===== config.mk =====
export PLATFORM = sky130hd
export DESIGN_NAME = ppu_top
export DESIGN_NICKNAME = d
export VERILOG_FILES = /design/src/posit_pkg.sv /design/src/ppu_ops_pkg.sv /design/src/posit_to_fir.sv /design/src/posit_ops.sv /design/src/pack_fields.sv /design/src/posit_encoder.sv /design/src/round_posit.sv /design/src/fir_to_posit.sv /design/src/ppu_top.sv
export SDC_FILE = /design/constraint.sdc
export NUM_CORES = 1
export LEC_CHECK = 0
export ABC_AREA = 1
export ABC_CLOCK_PERIOD_IN_PS = 37900
export BUFFER_PORTS_ARGS = -buffer_cell sky130_fd_sc_hd__buf_4
export CAP_MARGIN = 0
export CORE_AREA = 2 2 273 275
export CTS_BUF_LIST = sky130_fd_sc_hd__clkbuf_8
export DETAILED_ROUTE_END_ITERATION = 10
export DIE_AREA = 0 0 275 277
export GPL_ROUTABILITY_DRIVEN = 0
export PLACE_DENSITY = 0.62
export RECOVER_POWER = 100
export SYNTH_ARGS = -nofsm -noshare
export SYNTH_HDL_FRONTEND = slang
export SYNTH_SLANG_ARGS = --single-unit

===== constraint.sdc =====
create_clock -name clk_i -period 37.9 [get_ports clk_i]
set_clock_uncertainty 0.05 [all_clocks]
set_input_delay 7.58 -clock clk_i [delete_from_list [all_inputs] [get_ports clk_i]]
set_output_delay 7.58 -clock clk_i [all_outputs]
set_load 0.03 [all_outputs]

===== src/posit_pkg.sv =====
package posit_pkg;

  // Width of the signed regime value k.
  // It covers k from -(N-1) up to N-2.
  function automatic int regime_bits_f(input int n);
    return $clog2(n) + 1;
  endfunction

  // The total exponent is k followed by the ES exponent bits.
  function automatic int te_bits_f(input int n, input int es);
    return regime_bits_f(n) + es;
  endfunction

  // Sign, the shortest regime (two bits) and ES exponent bits leave this many fraction bits.
  function automatic int mant_size_f(input int n, input int es);
    return n - 3 - es;
  endfunction

  // Long FIR fraction, wide enough for the full product of two mantissas.
  function automatic int frac_full_size_f(input int n, input int es);
    return 2 * mant_size_f(n, es) + 2;
  endfunction

endpackage


===== src/ppu_ops_pkg.sv =====
package ppu_ops_pkg;

  localparam int OP_BITS = 2;

  // A sum or a product can need one more exponent bit than an operand.
  localparam int TE_GROW = 1;

  // Carry bit on top and sticky slot at the bottom of the adder.
  localparam int ALIGN_EXTRA_BITS = 2;

  // Code 2'b11 is reserved and is treated like OP_ADD.
  typedef enum logic [OP_BITS-1:0] {
    OP_ADD = 2'b00,
    OP_SUB = 2'b01,
    OP_MUL = 2'b10
  } op_e;

endpackage


===== src/posit_to_fir.sv =====
module posit_to_fir
  import posit_pkg::*;
#(
  parameter int N = 16,
  parameter int ES = 1,
  localparam int RB = regime_bits_f(N),
  localparam int TE = te_bits_f(N, ES),
  localparam int M = mant_size_f(N, ES)
) (
  input  logic [N-1:0]          posit_i,
  output logic                  sign_o,
  output logic signed [TE-1:0]  te_o,
  output logic [M-1:0]          frac_o,
  output logic                  is_zero_o,
  output logic                  is_nar_o
);

  logic [N-1:0]          abs_posit;
  logic [N-2:0]          body;
  logic                  regime_polarity;
  logic [RB-1:0]         run_len;
  logic signed [RB-1:0]  k;
  logic [N-2:0]          after_regime;
  logic [ES-1:0]         exp_bits;

  assign sign_o          = posit_i[N-1];
  assign abs_posit       = sign_o ? -posit_i : posit_i;  // Fields are read from the magnitude.
  assign body            = abs_posit[N-2:0];
  assign regime_polarity = body[N-2];

  // Length of the leading run of identical regime bits.
  always_comb begin
    logic run_open;
    run_len  = '0;
    run_open = 1'b1;
    for (int i = N - 2; i >= 0; i--) begin
      if (run_open && (body[i] == regime_polarity)) begin
        run_len = run_len + 1'b1;
      end else begin
        run_open = 1'b0;
      end
    end
  end

  // A run of ones gives k = run - 1, a run of zeros gives k = -run.
  assign k = regime_polarity ? $signed(run_len - 1'b1) : -$signed(run_len);

  // Drop the run and its terminator so the exponent sits at the top.
  assign after_regime = body << (run_len + 1'b1);
  assign exp_bits     = after_regime[N-2 -: ES];
  assign frac_o       = after_regime[N-2-ES -: M];  // Left aligned, missing bits read as zero.

  // Since the exponent is never negative, k and exp concatenate into k * 2^ES + exp.
  assign te_o = {k, exp_bits};

  assign is_zero_o = (posit_i == '0);
  assign is_nar_o  = (posit_i == {1'b1, {(N-1){1'b0}}});

endmodule


===== src/posit_ops.sv =====
module posit_ops
  import posit_pkg::*;
  import ppu_ops_pkg::*;
#(
  parameter int N = 16,
  parameter int ES = 1,
  localparam int TE = te_bits_f(N, ES),
  localparam int TEW = TE + TE_GROW,
  localparam int M = mant_size_f(N, ES),
  localparam int FF = frac_full_size_f(N, ES)
) (
  input  op_e                   op_i,
  input  logic                  a_sign_i,
  input  logic signed [TE-1:0]  a_te_i,
  input  logic [M-1:0]          a_frac_i,
  input  logic                  a_is_zero_i,
  input  logic                  a_is_nar_i,
  input  logic                  b_sign_i,
  input  logic signed [TE-1:0]  b_te_i,
  input  logic [M-1:0]          b_frac_i,
  input  logic                  b_is_zero_i,
  input  logic                  b_is_nar_i,
  output logic                  res_sign_o,
  output logic signed [TEW-1:0] res_te_o,
  output logic [FF-1:0]         res_frac_full_o,
  output logic                  frac_truncated_o,
  output logic                  res_is_zero_o,
  output logic                  res_is_nar_o
);

  localparam int AW = FF + ALIGN_EXTRA_BITS;
  localparam int LZW = $clog2(AW + 1);

  logic [M:0]            a_mant;
  logic [M:0]            b_mant;
  logic signed [TEW-1:0] a_te;
  logic signed [TEW-1:0] b_te;
  logic [FF-1:0]         prod;
  logic signed [TEW-1:0] mul_te;
  logic [FF-1:0]         mul_frac;
  logic                  b_sign_eff;
  logic                  a_is_big;
  logic                  big_sign;
  logic                  small_sign;
  logic signed [TEW-1:0] big_te;
  logic signed [TEW-1:0] small_te;
  logic [M:0]            big_mant;
  logic [M:0]            small_mant;
  logic [TEW-1:0]        exp_diff;
  logic [LZW-1:0]        shamt;
  logic [2*AW-1:0]       small_wide;
  logic                  align_sticky;
  logic [AW-1:0]         big_op;
  logic [AW-1:0]         small_op;
  logic [AW-1:0]         sum;
  logic [LZW-1:0]        lz;
  logic [AW-1:0]         norm;
  logic signed [TEW-1:0] add_te;
  logic [FF-1:0]         add_frac;

  assign a_mant = {1'b1, a_frac_i};  // Hidden one restored.
  assign b_mant = {1'b1, b_frac_i};
  assign a_te   = a_te_i;
  assign b_te   = b_te_i;

  // The product lies in [1, 4). Normalise by one place when it reaches 2.
  assign prod = a_mant * b_mant;
  always_comb begin
    if (prod[FF-1]) begin
      mul_te   = a_te + b_te + 1;
      mul_frac = {prod[FF-2:0], 1'b0};
    end else begin
      mul_te   = a_te + b_te;
      mul_frac = {prod[FF-3:0], 2'b00};
    end
  end

  // Subtraction is addition with the sign of b flipped.
  assign b_sign_eff = b_sign_i ^ (op_i == OP_SUB);
  assign a_is_big   = (a_te_i > b_te_i) || ((a_te_i == b_te_i) && (a_frac_i >= b_frac_i));

  assign big_sign   = a_is_big ? a_sign_i : b_sign_eff;
  assign small_sign = a_is_big ? b_sign_eff : a_sign_i;
  assign big_te     = a_is_big ? a_te : b_te;
  assign small_te   = a_is_big ? b_te : a_te;
  assign big_mant   = a_is_big ? a_mant : b_mant;
  assign small_mant = a_is_big ? b_mant : a_mant;

  assign exp_diff = big_te - small_te;
  assign shamt    = (exp_diff > AW) ? LZW'(AW) : exp_diff[LZW-1:0];

  // The lower half catches every bit that the alignment shifts out.
  assign small_wide   = {1'b0, small_mant, {(M+1){1'b0}}, 1'b0, {AW{1'b0}}} >> shamt;
  assign align_sticky = |small_wide[AW-1:0];
  assign small_op     = {small_wide[2*AW-1:AW+1], small_wide[AW] | align_sticky};
  assign big_op       = {1'b0, big_mant, {(M+1){1'b0}}, 1'b0};

  // A sticky LSB on the subtrahend acts as the borrow of the lost bits.
  assign sum = (big_sign ^ small_sign) ? big_op - small_op : big_op + small_op;

  always_comb begin
    logic found;
    lz    = '0;
    found = 1'b0;
    for (int i = AW - 1; i >= 0; i--) begin
      if (!found) begin
        if (sum[i]) begin
          found = 1'b1;
        end else begin
          lz = lz + 1'b1;
        end
      end
    end
  end

  assign norm     = sum << lz;
  assign add_frac = norm[AW-2:1];                             // Bits below the leading one.
  assign add_te   = big_te + 1 - $signed({1'b0, lz});  // Leading one at AW-2 means te is big_te.

  always_comb begin
    res_is_nar_o     = a_is_nar_i | b_is_nar_i;
    res_is_zero_o    = 1'b0;
    res_sign_o       = big_sign;
    res_te_o         = add_te;
    res_frac_full_o  = add_frac;
    frac_truncated_o = norm[0] | align_sticky;
    if (op_i == OP_MUL) begin
      res_is_zero_o    = a_is_zero_i | b_is_zero_i;
      res_sign_o       = a_sign_i ^ b_sign_i;
      res_te_o         = mul_te;
      res_frac_full_o  = mul_frac;
      frac_truncated_o = 1'b0;  // The product is exact.
    end else if (a_is_zero_i && b_is_zero_i) begin
      res_is_zero_o = 1'b1;
    end else if (a_is_zero_i) begin
      // The other operand passes through and re-encodes to itself.
      res_sign_o       = b_sign_eff;
      res_te_o         = b_te;
      res_frac_full_o  = {b_frac_i, {(FF-M){1'b0}}};
      frac_truncated_o = 1'b0;
    end else if (b_is_zero_i) begin
      res_sign_o       = a_sign_i;
      res_te_o         = a_te;
      res_frac_full_o  = {a_frac_i, {(FF-M){1'b0}}};
      frac_truncated_o = 1'b0;
    end else begin
      res_is_zero_o = (sum == '0);  // Exact cancellation.
    end
  end

endmodule


===== src/pack_fields.sv =====
module pack_fields
  import posit_pkg::*;
  import ppu_ops_pkg::*;
#(
  parameter int N = 16,
  parameter int ES = 1,
  localparam int RB = regime_bits_f(N),
  localparam int TEW = te_bits_f(N, ES) + TE_GROW,
  localparam int M = mant_size_f(N, ES),
  localparam int FF = frac_full_size_f(N, ES)
) (
  input  logic [FF-1:0]         frac_full_i,
  input  logic signed [TEW-1:0] total_exp_i,
  input  logic                  frac_truncated_i,
  output logic signed [RB-1:0]  k_o,
  output logic [ES-1:0]         next_exp_o,
  output logic [M-1:0]          frac_o,
  output logic                  round_bit_o,
  output logic                  sticky_bit_o,
  output logic                  k_is_oob_o,
  output logic                  non_zero_frac_field_size_o
);

  localparam int KMAX = N - 2;

  logic signed [TEW-1:0] k_full;
  logic signed [TEW-1:0] k_clamped;
  logic [ES-1:0]         exp_bits;
  logic [ES+FF-1:0]      tail;
  logic [ES+FF-1:0]      tail_shifted;

  assign k_full   = total_exp_i >>> ES;  // Floor division by 2^ES.
  assign exp_bits = total_exp_i[ES-1:0];

  // At k = KMAX the regime already fills the word, so nothing larger exists.
  assign k_is_oob_o = (k_full >= KMAX) || (k_full < -KMAX);
  assign k_clamped  = (k_full > KMAX) ? TEW'(KMAX) :
                      (k_full < -KMAX) ? TEW'(-KMAX) : k_full;
  assign k_o        = k_clamped[RB-1:0];

  assign tail = {exp_bits, frac_full_i};

  always_comb begin
    int reg_len;
    int avail;
    int exp_size;
    int frac_size;
    reg_len  = (k_clamped >= 0) ? int'(k_clamped) + 2 : 1 - int'(k_clamped);
    avail    = N - 1 - reg_len;
    if (avail < 0) begin
      avail = 0;  // The terminator of the longest regime falls off the word.
    end
    exp_size  = (avail < ES) ? avail : ES;
    frac_size = avail - exp_size;

    next_exp_o                 = exp_bits & ~({ES{1'b1}} >> exp_size);
    frac_o                     = frac_full_i[FF-1 -: M] & ~({M{1'b1}} >> frac_size);
    non_zero_frac_field_size_o = (frac_size != 0);

    // The first bit that does not fit is the round bit, the rest is sticky.
    tail_shifted = tail << avail;
    round_bit_o  = tail_shifted[ES+FF-1];
    sticky_bit_o = (|tail_shifted[ES+FF-2:0]) | frac_truncated_i;
  end

endmodule


===== src/posit_encoder.sv =====
module posit_encoder
  import posit_pkg::*;
#(
  parameter int N = 16,
  parameter int ES = 1,
  localparam int RB = regime_bits_f(N),
  localparam int M = mant_size_f(N, ES)
) (
  input  logic                 is_zero_i,
  input  logic                 is_nar_i,
  input  logic signed [RB-1:0] k_i,
  input  logic [ES-1:0]        exp_i,
  input  logic [M-1:0]         frac_i,
  output logic [N-1:0]         posit_o
);

  localparam int FW = N + ES + M;

  logic [N-1:0]  regime;
  logic [FW-1:0] assembled;

  always_comb begin
    int reg_len;
    if (k_i >= 0) begin
      regime  = {N{1'b1}} << (N - 1 - int'(k_i));  // k+1 ones, then the zero terminator.
      reg_len = int'(k_i) + 2;
    end else begin
      regime  = {1'b1, {(N-1){1'b0}}} >> (-int'(k_i));
      reg_len = 1 - int'(k_i);
    end
    // Exponent and fraction follow straight after the terminator.
    assembled = {regime, {(ES+M){1'b0}}} | ({exp_i, frac_i, {N{1'b0}}} >> reg_len);
  end

  always_comb begin
    if (is_nar_i) begin
      posit_o = {1'b1, {(N-1){1'b0}}};
    end else if (is_zero_i) begin
      posit_o = '0;
    end else begin
      posit_o = {1'b0, assembled[FW-1 -: N-1]};  // Truncated to the word.
    end
  end

endmodule


===== src/round_posit.sv =====
module round_posit #(
  parameter int N = 16
) (
  input  logic [N-1:0] posit_i,
  input  logic         sign_i,
  input  logic         round_bit_i,
  input  logic         sticky_bit_i,
  input  logic         k_is_oob_i,
  input  logic         non_zero_frac_field_size_i,
  output logic [N-1:0] posit_o
);

  logic          special;
  logic          saturate;
  logic          round_up;
  logic [N-1:0]  rounded;

  // Zero and NaR are the only patterns with an empty body.
  assign special = ~|posit_i[N-2:0];

  // The regime has pushed every fraction bit out, hold at maxpos or minpos.
  assign saturate = k_is_oob_i & ~non_zero_frac_field_size_i;

  // Nearest, ties to even.
  assign round_up = round_bit_i & (sticky_bit_i | posit_i[0]) & ~saturate & ~special;
  assign rounded  = posit_i + N'(round_up);

  assign posit_o = (sign_i && !special) ? -rounded : rounded;  // Two's complement for negatives.

endmodule


===== src/fir_to_posit.sv =====
module fir_to_posit
  import posit_pkg::*;
  import ppu_ops_pkg::*;
#(
  parameter int N = 16,
  parameter int ES = 1,
  localparam int RB = regime_bits_f(N),
  localparam int TEW = te_bits_f(N, ES) + TE_GROW,
  localparam int M = mant_size_f(N, ES),
  localparam int FF = frac_full_size_f(N, ES)
) (
  input  logic                  sign_i,
  input  logic signed [TEW-1:0] te_i,
  input  logic [FF-1:0]         frac_full_i,
  input  logic                  frac_truncated_i,
  input  logic                  is_zero_i,
  input  logic                  is_nar_i,
  output logic [N-1:0]          posit_o
);

  logic signed [RB-1:0] k;
  logic [ES-1:0]        next_exp;
  logic [M-1:0]         frac;
  logic                 round_bit;
  logic                 sticky_bit;
  logic                 k_is_oob;
  logic                 non_zero_frac_field_size;
  logic [N-1:0]         posit_encoded;

  pack_fields #(
    .N (N),
    .ES(ES)
  ) i_pack_fields (
    .frac_full_i               (frac_full_i),
    .total_exp_i               (te_i),
    .frac_truncated_i          (frac_truncated_i),
    .k_o                       (k),
    .next_exp_o                (next_exp),
    .frac_o                    (frac),
    .round_bit_o               (round_bit),
    .sticky_bit_o              (sticky_bit),
    .k_is_oob_o                (k_is_oob),
    .non_zero_frac_field_size_o(non_zero_frac_field_size)
  );

  // The encoder works on the magnitude, the sign comes last.
  posit_encoder #(
    .N (N),
    .ES(ES)
  ) i_posit_encoder (
    .is_zero_i(is_zero_i),
    .is_nar_i (is_nar_i),
    .k_i      (k),
    .exp_i    (next_exp),
    .frac_i   (frac),
    .posit_o  (posit_encoded)
  );

  round_posit #(
    .N(N)
  ) i_round_posit (
    .posit_i                   (posit_encoded),
    .sign_i                    (sign_i),
    .round_bit_i               (round_bit),
    .sticky_bit_i              (sticky_bit),
    .k_is_oob_i                (k_is_oob),
    .non_zero_frac_field_size_i(non_zero_frac_field_size),
    .posit_o                   (posit_o)
  );

endmodule


===== src/ppu_top.sv =====
module ppu_top
  import posit_pkg::*;
  import ppu_ops_pkg::*;
#(
  parameter int N = 16,
  parameter int ES = 1,
  localparam int TE = te_bits_f(N, ES),
  localparam int TEW = TE + TE_GROW,
  localparam int M = mant_size_f(N, ES),
  localparam int FF = frac_full_size_f(N, ES)
) (
  input  logic         clk_i,
  input  logic         arst_n_i,
  input  logic         valid_i,
  input  op_e          op_i,
  input  logic [N-1:0] a_i,
  input  logic [N-1:0] b_i,
  output logic         valid_o,
  output logic [N-1:0] result_o
);

  logic                  valid_q;
  op_e                   op_q;
  logic [N-1:0]          a_q;
  logic [N-1:0]          b_q;
  logic                  a_sign;
  logic signed [TE-1:0]  a_te;
  logic [M-1:0]          a_frac;
  logic                  a_is_zero;
  logic                  a_is_nar;
  logic                  b_sign;
  logic signed [TE-1:0]  b_te;
  logic [M-1:0]          b_frac;
  logic                  b_is_zero;
  logic                  b_is_nar;
  logic                  res_sign;
  logic signed [TEW-1:0] res_te;
  logic [FF-1:0]         res_frac_full;
  logic                  frac_truncated;
  logic                  res_is_zero;
  logic                  res_is_nar;
  logic [N-1:0]          result_d;

  // Stage 1 samples the operation.
  always_ff @(posedge clk_i or negedge arst_n_i) begin
    if (!arst_n_i) begin
      valid_q <= 1'b0;
    end else begin
      valid_q <= valid_i;
    end
  end

  always_ff @(posedge clk_i) begin
    if (valid_i) begin
      op_q <= op_i;
      a_q  <= a_i;
      b_q  <= b_i;
    end
  end

  posit_to_fir #(.N(N), .ES(ES)) i_decode_a (
    .posit_i  (a_q),
    .sign_o   (a_sign),
    .te_o     (a_te),
    .frac_o   (a_frac),
    .is_zero_o(a_is_zero),
    .is_nar_o (a_is_nar)
  );

  posit_to_fir #(.N(N), .ES(ES)) i_decode_b (
    .posit_i  (b_q),
    .sign_o   (b_sign),
    .te_o     (b_te),
    .frac_o   (b_frac),
    .is_zero_o(b_is_zero),
    .is_nar_o (b_is_nar)
  );

  posit_ops #(.N(N), .ES(ES)) i_posit_ops (
    .op_i            (op_q),
    .a_sign_i        (a_sign),
    .a_te_i          (a_te),
    .a_frac_i        (a_frac),
    .a_is_zero_i     (a_is_zero),
    .a_is_nar_i      (a_is_nar),
    .b_sign_i        (b_sign),
    .b_te_i          (b_te),
    .b_frac_i        (b_frac),
    .b_is_zero_i     (b_is_zero),
    .b_is_nar_i      (b_is_nar),
    .res_sign_o      (res_sign),
    .res_te_o        (res_te),
    .res_frac_full_o (res_frac_full),
    .frac_truncated_o(frac_truncated),
    .res_is_zero_o   (res_is_zero),
    .res_is_nar_o    (res_is_nar)
  );

  fir_to_posit #(.N(N), .ES(ES)) i_fir_to_posit (
    .sign_i          (res_sign),
    .te_i            (res_te),
    .frac_full_i     (res_frac_full),
    .frac_truncated_i(frac_truncated),
    .is_zero_i       (res_is_zero),
    .is_nar_i        (res_is_nar),
    .posit_o         (result_d)
  );

  // Stage 2 holds the result, which appears two edges after valid_i.
  always_ff @(posedge clk_i or negedge arst_n_i) begin
    if (!arst_n_i) begin
      valid_o  <= 1'b0;
      result_o <= '0;
    end else begin
      valid_o <= valid_q;
      if (valid_q) begin
        result_o <= result_d;
      end
    end
  end

endmodule


==> out/qor.yml, run 1 <==
critical_path:
  cpMostUsedCell: "nand2_1"
  r2r_slack_ns: 2.10
  endpoint_kind: "register"
  slowest_delay_ns: 0.56
  worstPathMaxFanout: 11
  critPathArrivalTime_ns: 36.01
  path_buf_inv: 45
  slowest_stage: "fa_2"
  worstPathRequired_ns: 38.11
  cp-start-kind: "register"
  path_class: "reg2reg"
  path_delay_family: "simple AND/OR/NAND/NOR gates"
grt:
  grt_pass1_wl_mm: 141
  grt_pass1_vias: 27700
  grt.total_usage_pct: 22.5
  grt_max_degree: 46
  gr-total-overflow: 0
  antenna_found_initial: 0
clock_tree:
  cts_root_buf: "clkbuf_8"
  clkTransAtPathRegs_ns: 0.13
  clock_path_buffers: 2
  insertion_delay_ns: 0.35
  clock-sinks: 52
  cts_hold_buf: 0
  cts_buffers: 5
  cts_tree: "built"
  htreeDepth: 2
final_layout:
  fin_area_um2: 32200
  drive_gt1_share_pct: 23.4
  diodes: 0
  num-fill-cells: 7923
  final_nets: 5191
  area_growth_syn_to_layout_pct: 10.9
sta:
  tightest_slew_ns: 2.15
  fmaxAchievable_mhz: 27.9
  slew_viol_final: 36
  period_share_pct: 94.5
  setup_viol: 0
  relSlewSlack_pct: -43.3
  period_needed_ns: 35.80
  hold_viol: 0
routing:
  wl_per_cell_um: 15.3
  drtIter0Drc: 2392
  avgViaCountPerCell: 5.17
  drt_wl_total_mm: 88.7
  vias: 29900
  antenna_left: 0
  first_pass_iters: 6
  drcViolationCount: 0
floorplanning:
  io_pins: 54
  die_w_um: 275
  dieHeight_um: 277
  die_area_um2: 76200
  start_util_pct: 39.5
  core_area_um2: 73600
  floorplan.rows: 100
synthesis:
  async_flop_share_pct: 34.6
  synthFlopType: "edfxtp_1"
  yosysWarnings: 0
  ys_ff_latch: 52
  synth_edf_count: 34
  synth_area_leaders: "nand2_1 15%, ha_1 9.3%, inv_1 9.1%, fa_1 8.6%, nand3_1 7.6%"
  ys_types: 98
  seq_area_frac_synth_pct: 5.07
  yosysMostFrequentCell: "nand2_1"
  synth_common_cells: "1,156 x nand2_1, 703 x inv_1, 439 x nand3_1"
  syn_inst: 4666
  synth_top_area_share_pct: 14.9
  syn_area_per_cell_um2: 6.22
  syn_area_um2: 29000
  yosysTopAreaCell: "nand2_1"
worst_hold_path:
  hold_class: "reg2reg"
place:
  postPlaceCellArea_um2: 30300
  place_hpwl_mm: 72.5
  numPortBuffers: 53
run:
  cap_viol_max_count: 1
outcome:
  status: "finished with violations"
  violations: "max-capacitance violations, max-slew violations"
layer usage:
layer  routed length [µm]  track usage (%)  vias to the layer above
li1                     -                -                    15200
met5                    0                0                        -
met2                39800             36.4                      880
met1                40400             30.9                    13700
met4                 3180             7.50                        0
met3                 5290             2.34                      164
cell usage in the layout, fill, tap and decap left out, types with 16 or more instances in the layout:
master    count
o21ai_2      24
nand2_2     251
a21oi_1      96
fa_1        124
inv_4        20
inv_2        77
nor2_2       86
inv_1       687
nor2_4       51
clkbuf_4     32
nor2_1      365
o21ai_0     175
buf_4       181
o211ai_1     35
edfxtp_1     34
nand3_2     114
clkbuf_1     21
nand3_4      23
nand4_1      78
ha_1        196
nand3_1     422
nand2_4      83
nand2_1    1126
dfrtp_1      18
clkinv_1     16
nor3_1       32
xor2_1       60
a221oi_1     18
o21ai_1      51
cells by family (layout without fill, tap and decap cells):
kind of cell	Yosys count	count (layout)	synth area share [%]
multiplexers	4	4	0.138
XOR/XNOR	85	85	2.84
AND/OR/NAND/NOR	2725	2728	48.3
buffers and inverters	937	1081	14.8
adder cells (fa/ha/maj)	341	341	17.9
other	1	2	0.0129
AO/OA/AOI/OAI	521	521	11.0
flip-flops	52	52	5.07
sequential cells by signal (all words and copies together), names as in the netlist:
register / count
valid_q: 1
b_q: 16
a_q: 16
op_q: 2
valid_o: 1
result_o: 16
timing repair:
action                     4_1_cts  5_1_grt
resized for setup                8      246
gates cloned                     1        5
buffers inserted                 4      100
setup endpoints to repair       12       16
pin swaps                        2      104
metrics by stage:
step	instances	TNS [ns]	worst slack (ns)	hold WS (ns)	utilization, %
2_1_floorplan	4667	0	2.26	0.358	-
3_3_place_gp	5665	0	0.626	0.422	41.1
3_5_place_dp	5665	-1.38	-0.270	0.418	41.1
4_1_cts	5678	0	0.00579	0.456	41.4
5_1_grt	5783	-5.34	-0.555	0.490	43.8
6_report	5783	0	2.10	0.454	43.8
final timing paths:
check                        startpoint           end  cells past startpoint
max in group asynchronous      arst_n_i  result_o[12]                      1
min reg2reg                result_o[14]  result_o[14]                      2
max reg2reg                      a_q[0]  result_o[14]                    253
min                        result_o[14]  result_o[14]                      2
min in group asynchronous      arst_n_i       valid_o                      1
max                              a_q[0]  result_o[14]                    253
cell type report:
class	count	area (µm²)	share of cell area, %
Clock inverter	3	63.8	0.198
Multi-Input combinational cell	3681	24200	75.2
Clock buffer	5	68.8	0.214
Sequential cell	52	1470	4.57
Inverter	822	3250	10.1
Tap cell	969	1210	3.77
Timing Repair inverter	3	21.3	0.0661
Timing Repair Buffer	248	1890	5.86
worst reg2reg max path, delay by kind of cell, from the launching register on:
| family | cells | cell delay [ns] |
|---|---|---|
| AND/OR/NAND/NOR | 118 | 12.61 |
| flip-flops | 1 | 0.46 |
| buffers and inverters | 45 | 3.30 |
| adder cells (fa/ha/maj) | 48 | 12.50 |
| XOR/XNOR | 1 | 0.22 |
| AO/OA/AOI/OAI | 41 | 6.49 |
Power of run 1 is left out: the tool's default activity adds up to more than one toggle a clock period on the data nets, which glitch-free logic cannot reach.
==> run 2, diff against run 1 <==
--- a/config.mk
+++ b/config.mk
@@ -15,7 +15,6 @@
 export DIE_AREA = 0 0 275 277
 export GPL_ROUTABILITY_DRIVEN = 0
 export PLACE_DENSITY = 0.62
-export RECOVER_POWER = 100
 export SYNTH_ARGS = -nofsm -noshare
 export SYNTH_HDL_FRONTEND = slang
 export SYNTH_SLANG_ARGS = --single-unit
==> run 2 against run 1 <==
Compared with the run above: die area did not move; critical endpoint unchanged; cell area up 0.25%; the flow now finishes without violations; utilization rose by 0.11 points.
==> out/qor.yml, run 2 (synthesized netlist as in run 1, its figures left out) <==
routing:
  vias: 29900  # +0.16%
  drtIter0Drc: 2426  # +1.4%
  drcViolationCount: 0  # unchanged
  drt_wl_total_mm: 88.7  # about the same
  avgViaCountPerCell: 5.17  # +0.16%
  first_pass_iters: 6  # unchanged
  wl_per_cell_um: 15.3  # about the same
  antenna_left: 0  # unchanged
clock_tree:
  cts_buffers: 5  # unchanged
  clock_path_buffers: 2  # unchanged
  cts_root_buf: "clkbuf_8"
  clock-sinks: 52  # unchanged
  htreeDepth: 2  # unchanged
  cts_hold_buf: 0  # unchanged
  clkTransAtPathRegs_ns: 0.13  # about the same
  insertion_delay_ns: 0.35  # about the same
  cts_tree: "built"
final_layout:
  area_growth_syn_to_layout_pct: 11.2
  diodes: 0  # unchanged
  final_common_cell: "nand2_1"
  reg_top3: "a_q: 16 flops, b_q: 16 flops, result_o: 16 flops"
  mostFrequentLayoutCells: "1,126 x nand2_1, 687 x inv_1, 422 x nand3_1"
  drive_gt1_share_pct: 23.8  # +0.44 points
  stdcell_count: 5783  # unchanged
  final_nets: 5191  # unchanged
critical_path:
  worstPathRequired_ns: 38.11  # about the same
  slowest_stage: "fa_2"
  path_class: "reg2reg"
  cpMostUsedCell: "nand2_1"
  critPathArrivalTime_ns: 36.04  # +0.03 ns
  worstPathMaxFanout: 11  # unchanged
  endpoint_kind: "register"
  slowest_delay_ns: 0.56  # about the same
  cp-start-kind: "register"
sta:
  setup_viol: 0  # unchanged
  fmaxAchievable_mhz: 27.9  # about the same
  tightest_slew_ns: 1.10  # -1.05 ns
  relSlewSlack_pct: 26.4  # +70 points
  period_share_pct: 94.5  # about the same
  slew_viol_final: 0  # -100%
  hold_viol: 0  # unchanged
  timing.hold.ws_ns: 0.457  # +0.00300 ns
  period_needed_ns: 35.83  # +0.0331 ns
floorplanning:
  die_w_um: 275  # unchanged
  io_pins: 54  # unchanged
  dieHeight_um: 277  # unchanged
  start_util_pct: 39.5  # unchanged
  floorplan.rows: 100  # unchanged
  die_area_um2: 76200  # unchanged
  core_area_um2: 73600  # unchanged
grt:
  gr-total-overflow: 0  # unchanged
  grt_pass1_vias: 27700  # unchanged
  grt.total_usage_pct: 22.5  # unchanged
  grt_pass1_wl_mm: 141  # unchanged
  grt_max_degree: 46  # unchanged
  antenna_found_initial: 0  # unchanged
place:
  placed_cells: 5665  # unchanged
  numPortBuffers: 53  # unchanged
  place_hpwl_mm: 72.5  # unchanged
worst_hold_path:
  hold_class: "reg2reg"
run:
  cap_viol_max_count: 0  # -1
outcome:
  status: "finished clean"
-- run 2: layout make-up --
cell class | count | area (µm²)
Inverter | 822 | 3250
Timing Repair Buffer | 248 | 1970
Sequential cell | 52 | 1470
Multi-Input combinational cell | 3681 | 24200
Timing Repair inverter | 3 | 21.3
Tap cell | 969 | 1210
Fill cell | 7905 | 41300
Clock inverter | 3 | 63.8
Clock buffer | 5 | 68.8
-- run 2: critical path: cells and delay by family, from the launching register on --
family,cells,cell delay (ns)
AO/OA/AOI/OAI,41,6.55
flip-flops,1,0.46
XOR/XNOR,1,0.21
buffers and inverters,45,3.29
adder cells (fa/ha/maj),48,12.50
AND/OR/NAND/NOR,118,12.59
-- run 2: stage by stage --
| stage | util [%] | cell area (µm²) | worst slack, ns | TNS, ns |
|---|---|---|---|---|
| floorplan | - | 29000 | 2.26 | 0 |
| global placement | 41.1 | 30300 | 0.626 | 0 |
| detailed placement | 41.1 | 30300 | -0.270 | -1.38 |
| CTS | 41.4 | 30500 | 0.00579 | 0 |
| global route | 43.9 | 32300 | -0.555 | -5.34 |
| finish | 43.9 | 32300 | 2.07 | 0 |
-- run 2: worst paths after layout --
path                               from      endpoint  slack [ns]  cells past startpoint
max in group asynchronous      arst_n_i  result_o[12]       30.58                      1
min reg2reg                result_o[14]  result_o[14]        0.46                      2
max reg2reg                      a_q[0]  result_o[14]        2.07                    253
min                        result_o[14]  result_o[14]        0.46                      2
max                              a_q[0]  result_o[14]        2.07                    253
min in group asynchronous      arst_n_i       valid_o        7.02                      1
-- run 2: what timing repair did --
| action | CTS | global route |
|---|---|---|
| gates cloned | 1 | 5 |
| gates resized for setup | 8 | 246 |
| pin swaps | 2 | 104 |
| setup endpoints to repair | 12 | 16 |
| buffers inserted | 4 | 100 |
| endpoints found under the hold margin | 0 | 0 |
-- run 2: metal layers --
layer / track usage (%) / part of all wire [%] / up-vias
met5: 0 / 0 / -
met4: 7.50 / 3.5 / 0
met3: 2.34 / 6.3 / 155
met2: 36.4 / 45 / 916
met1: 30.9 / 45 / 13700
li1: - / - / 15200
Power of run 2 is left out for the same reason.
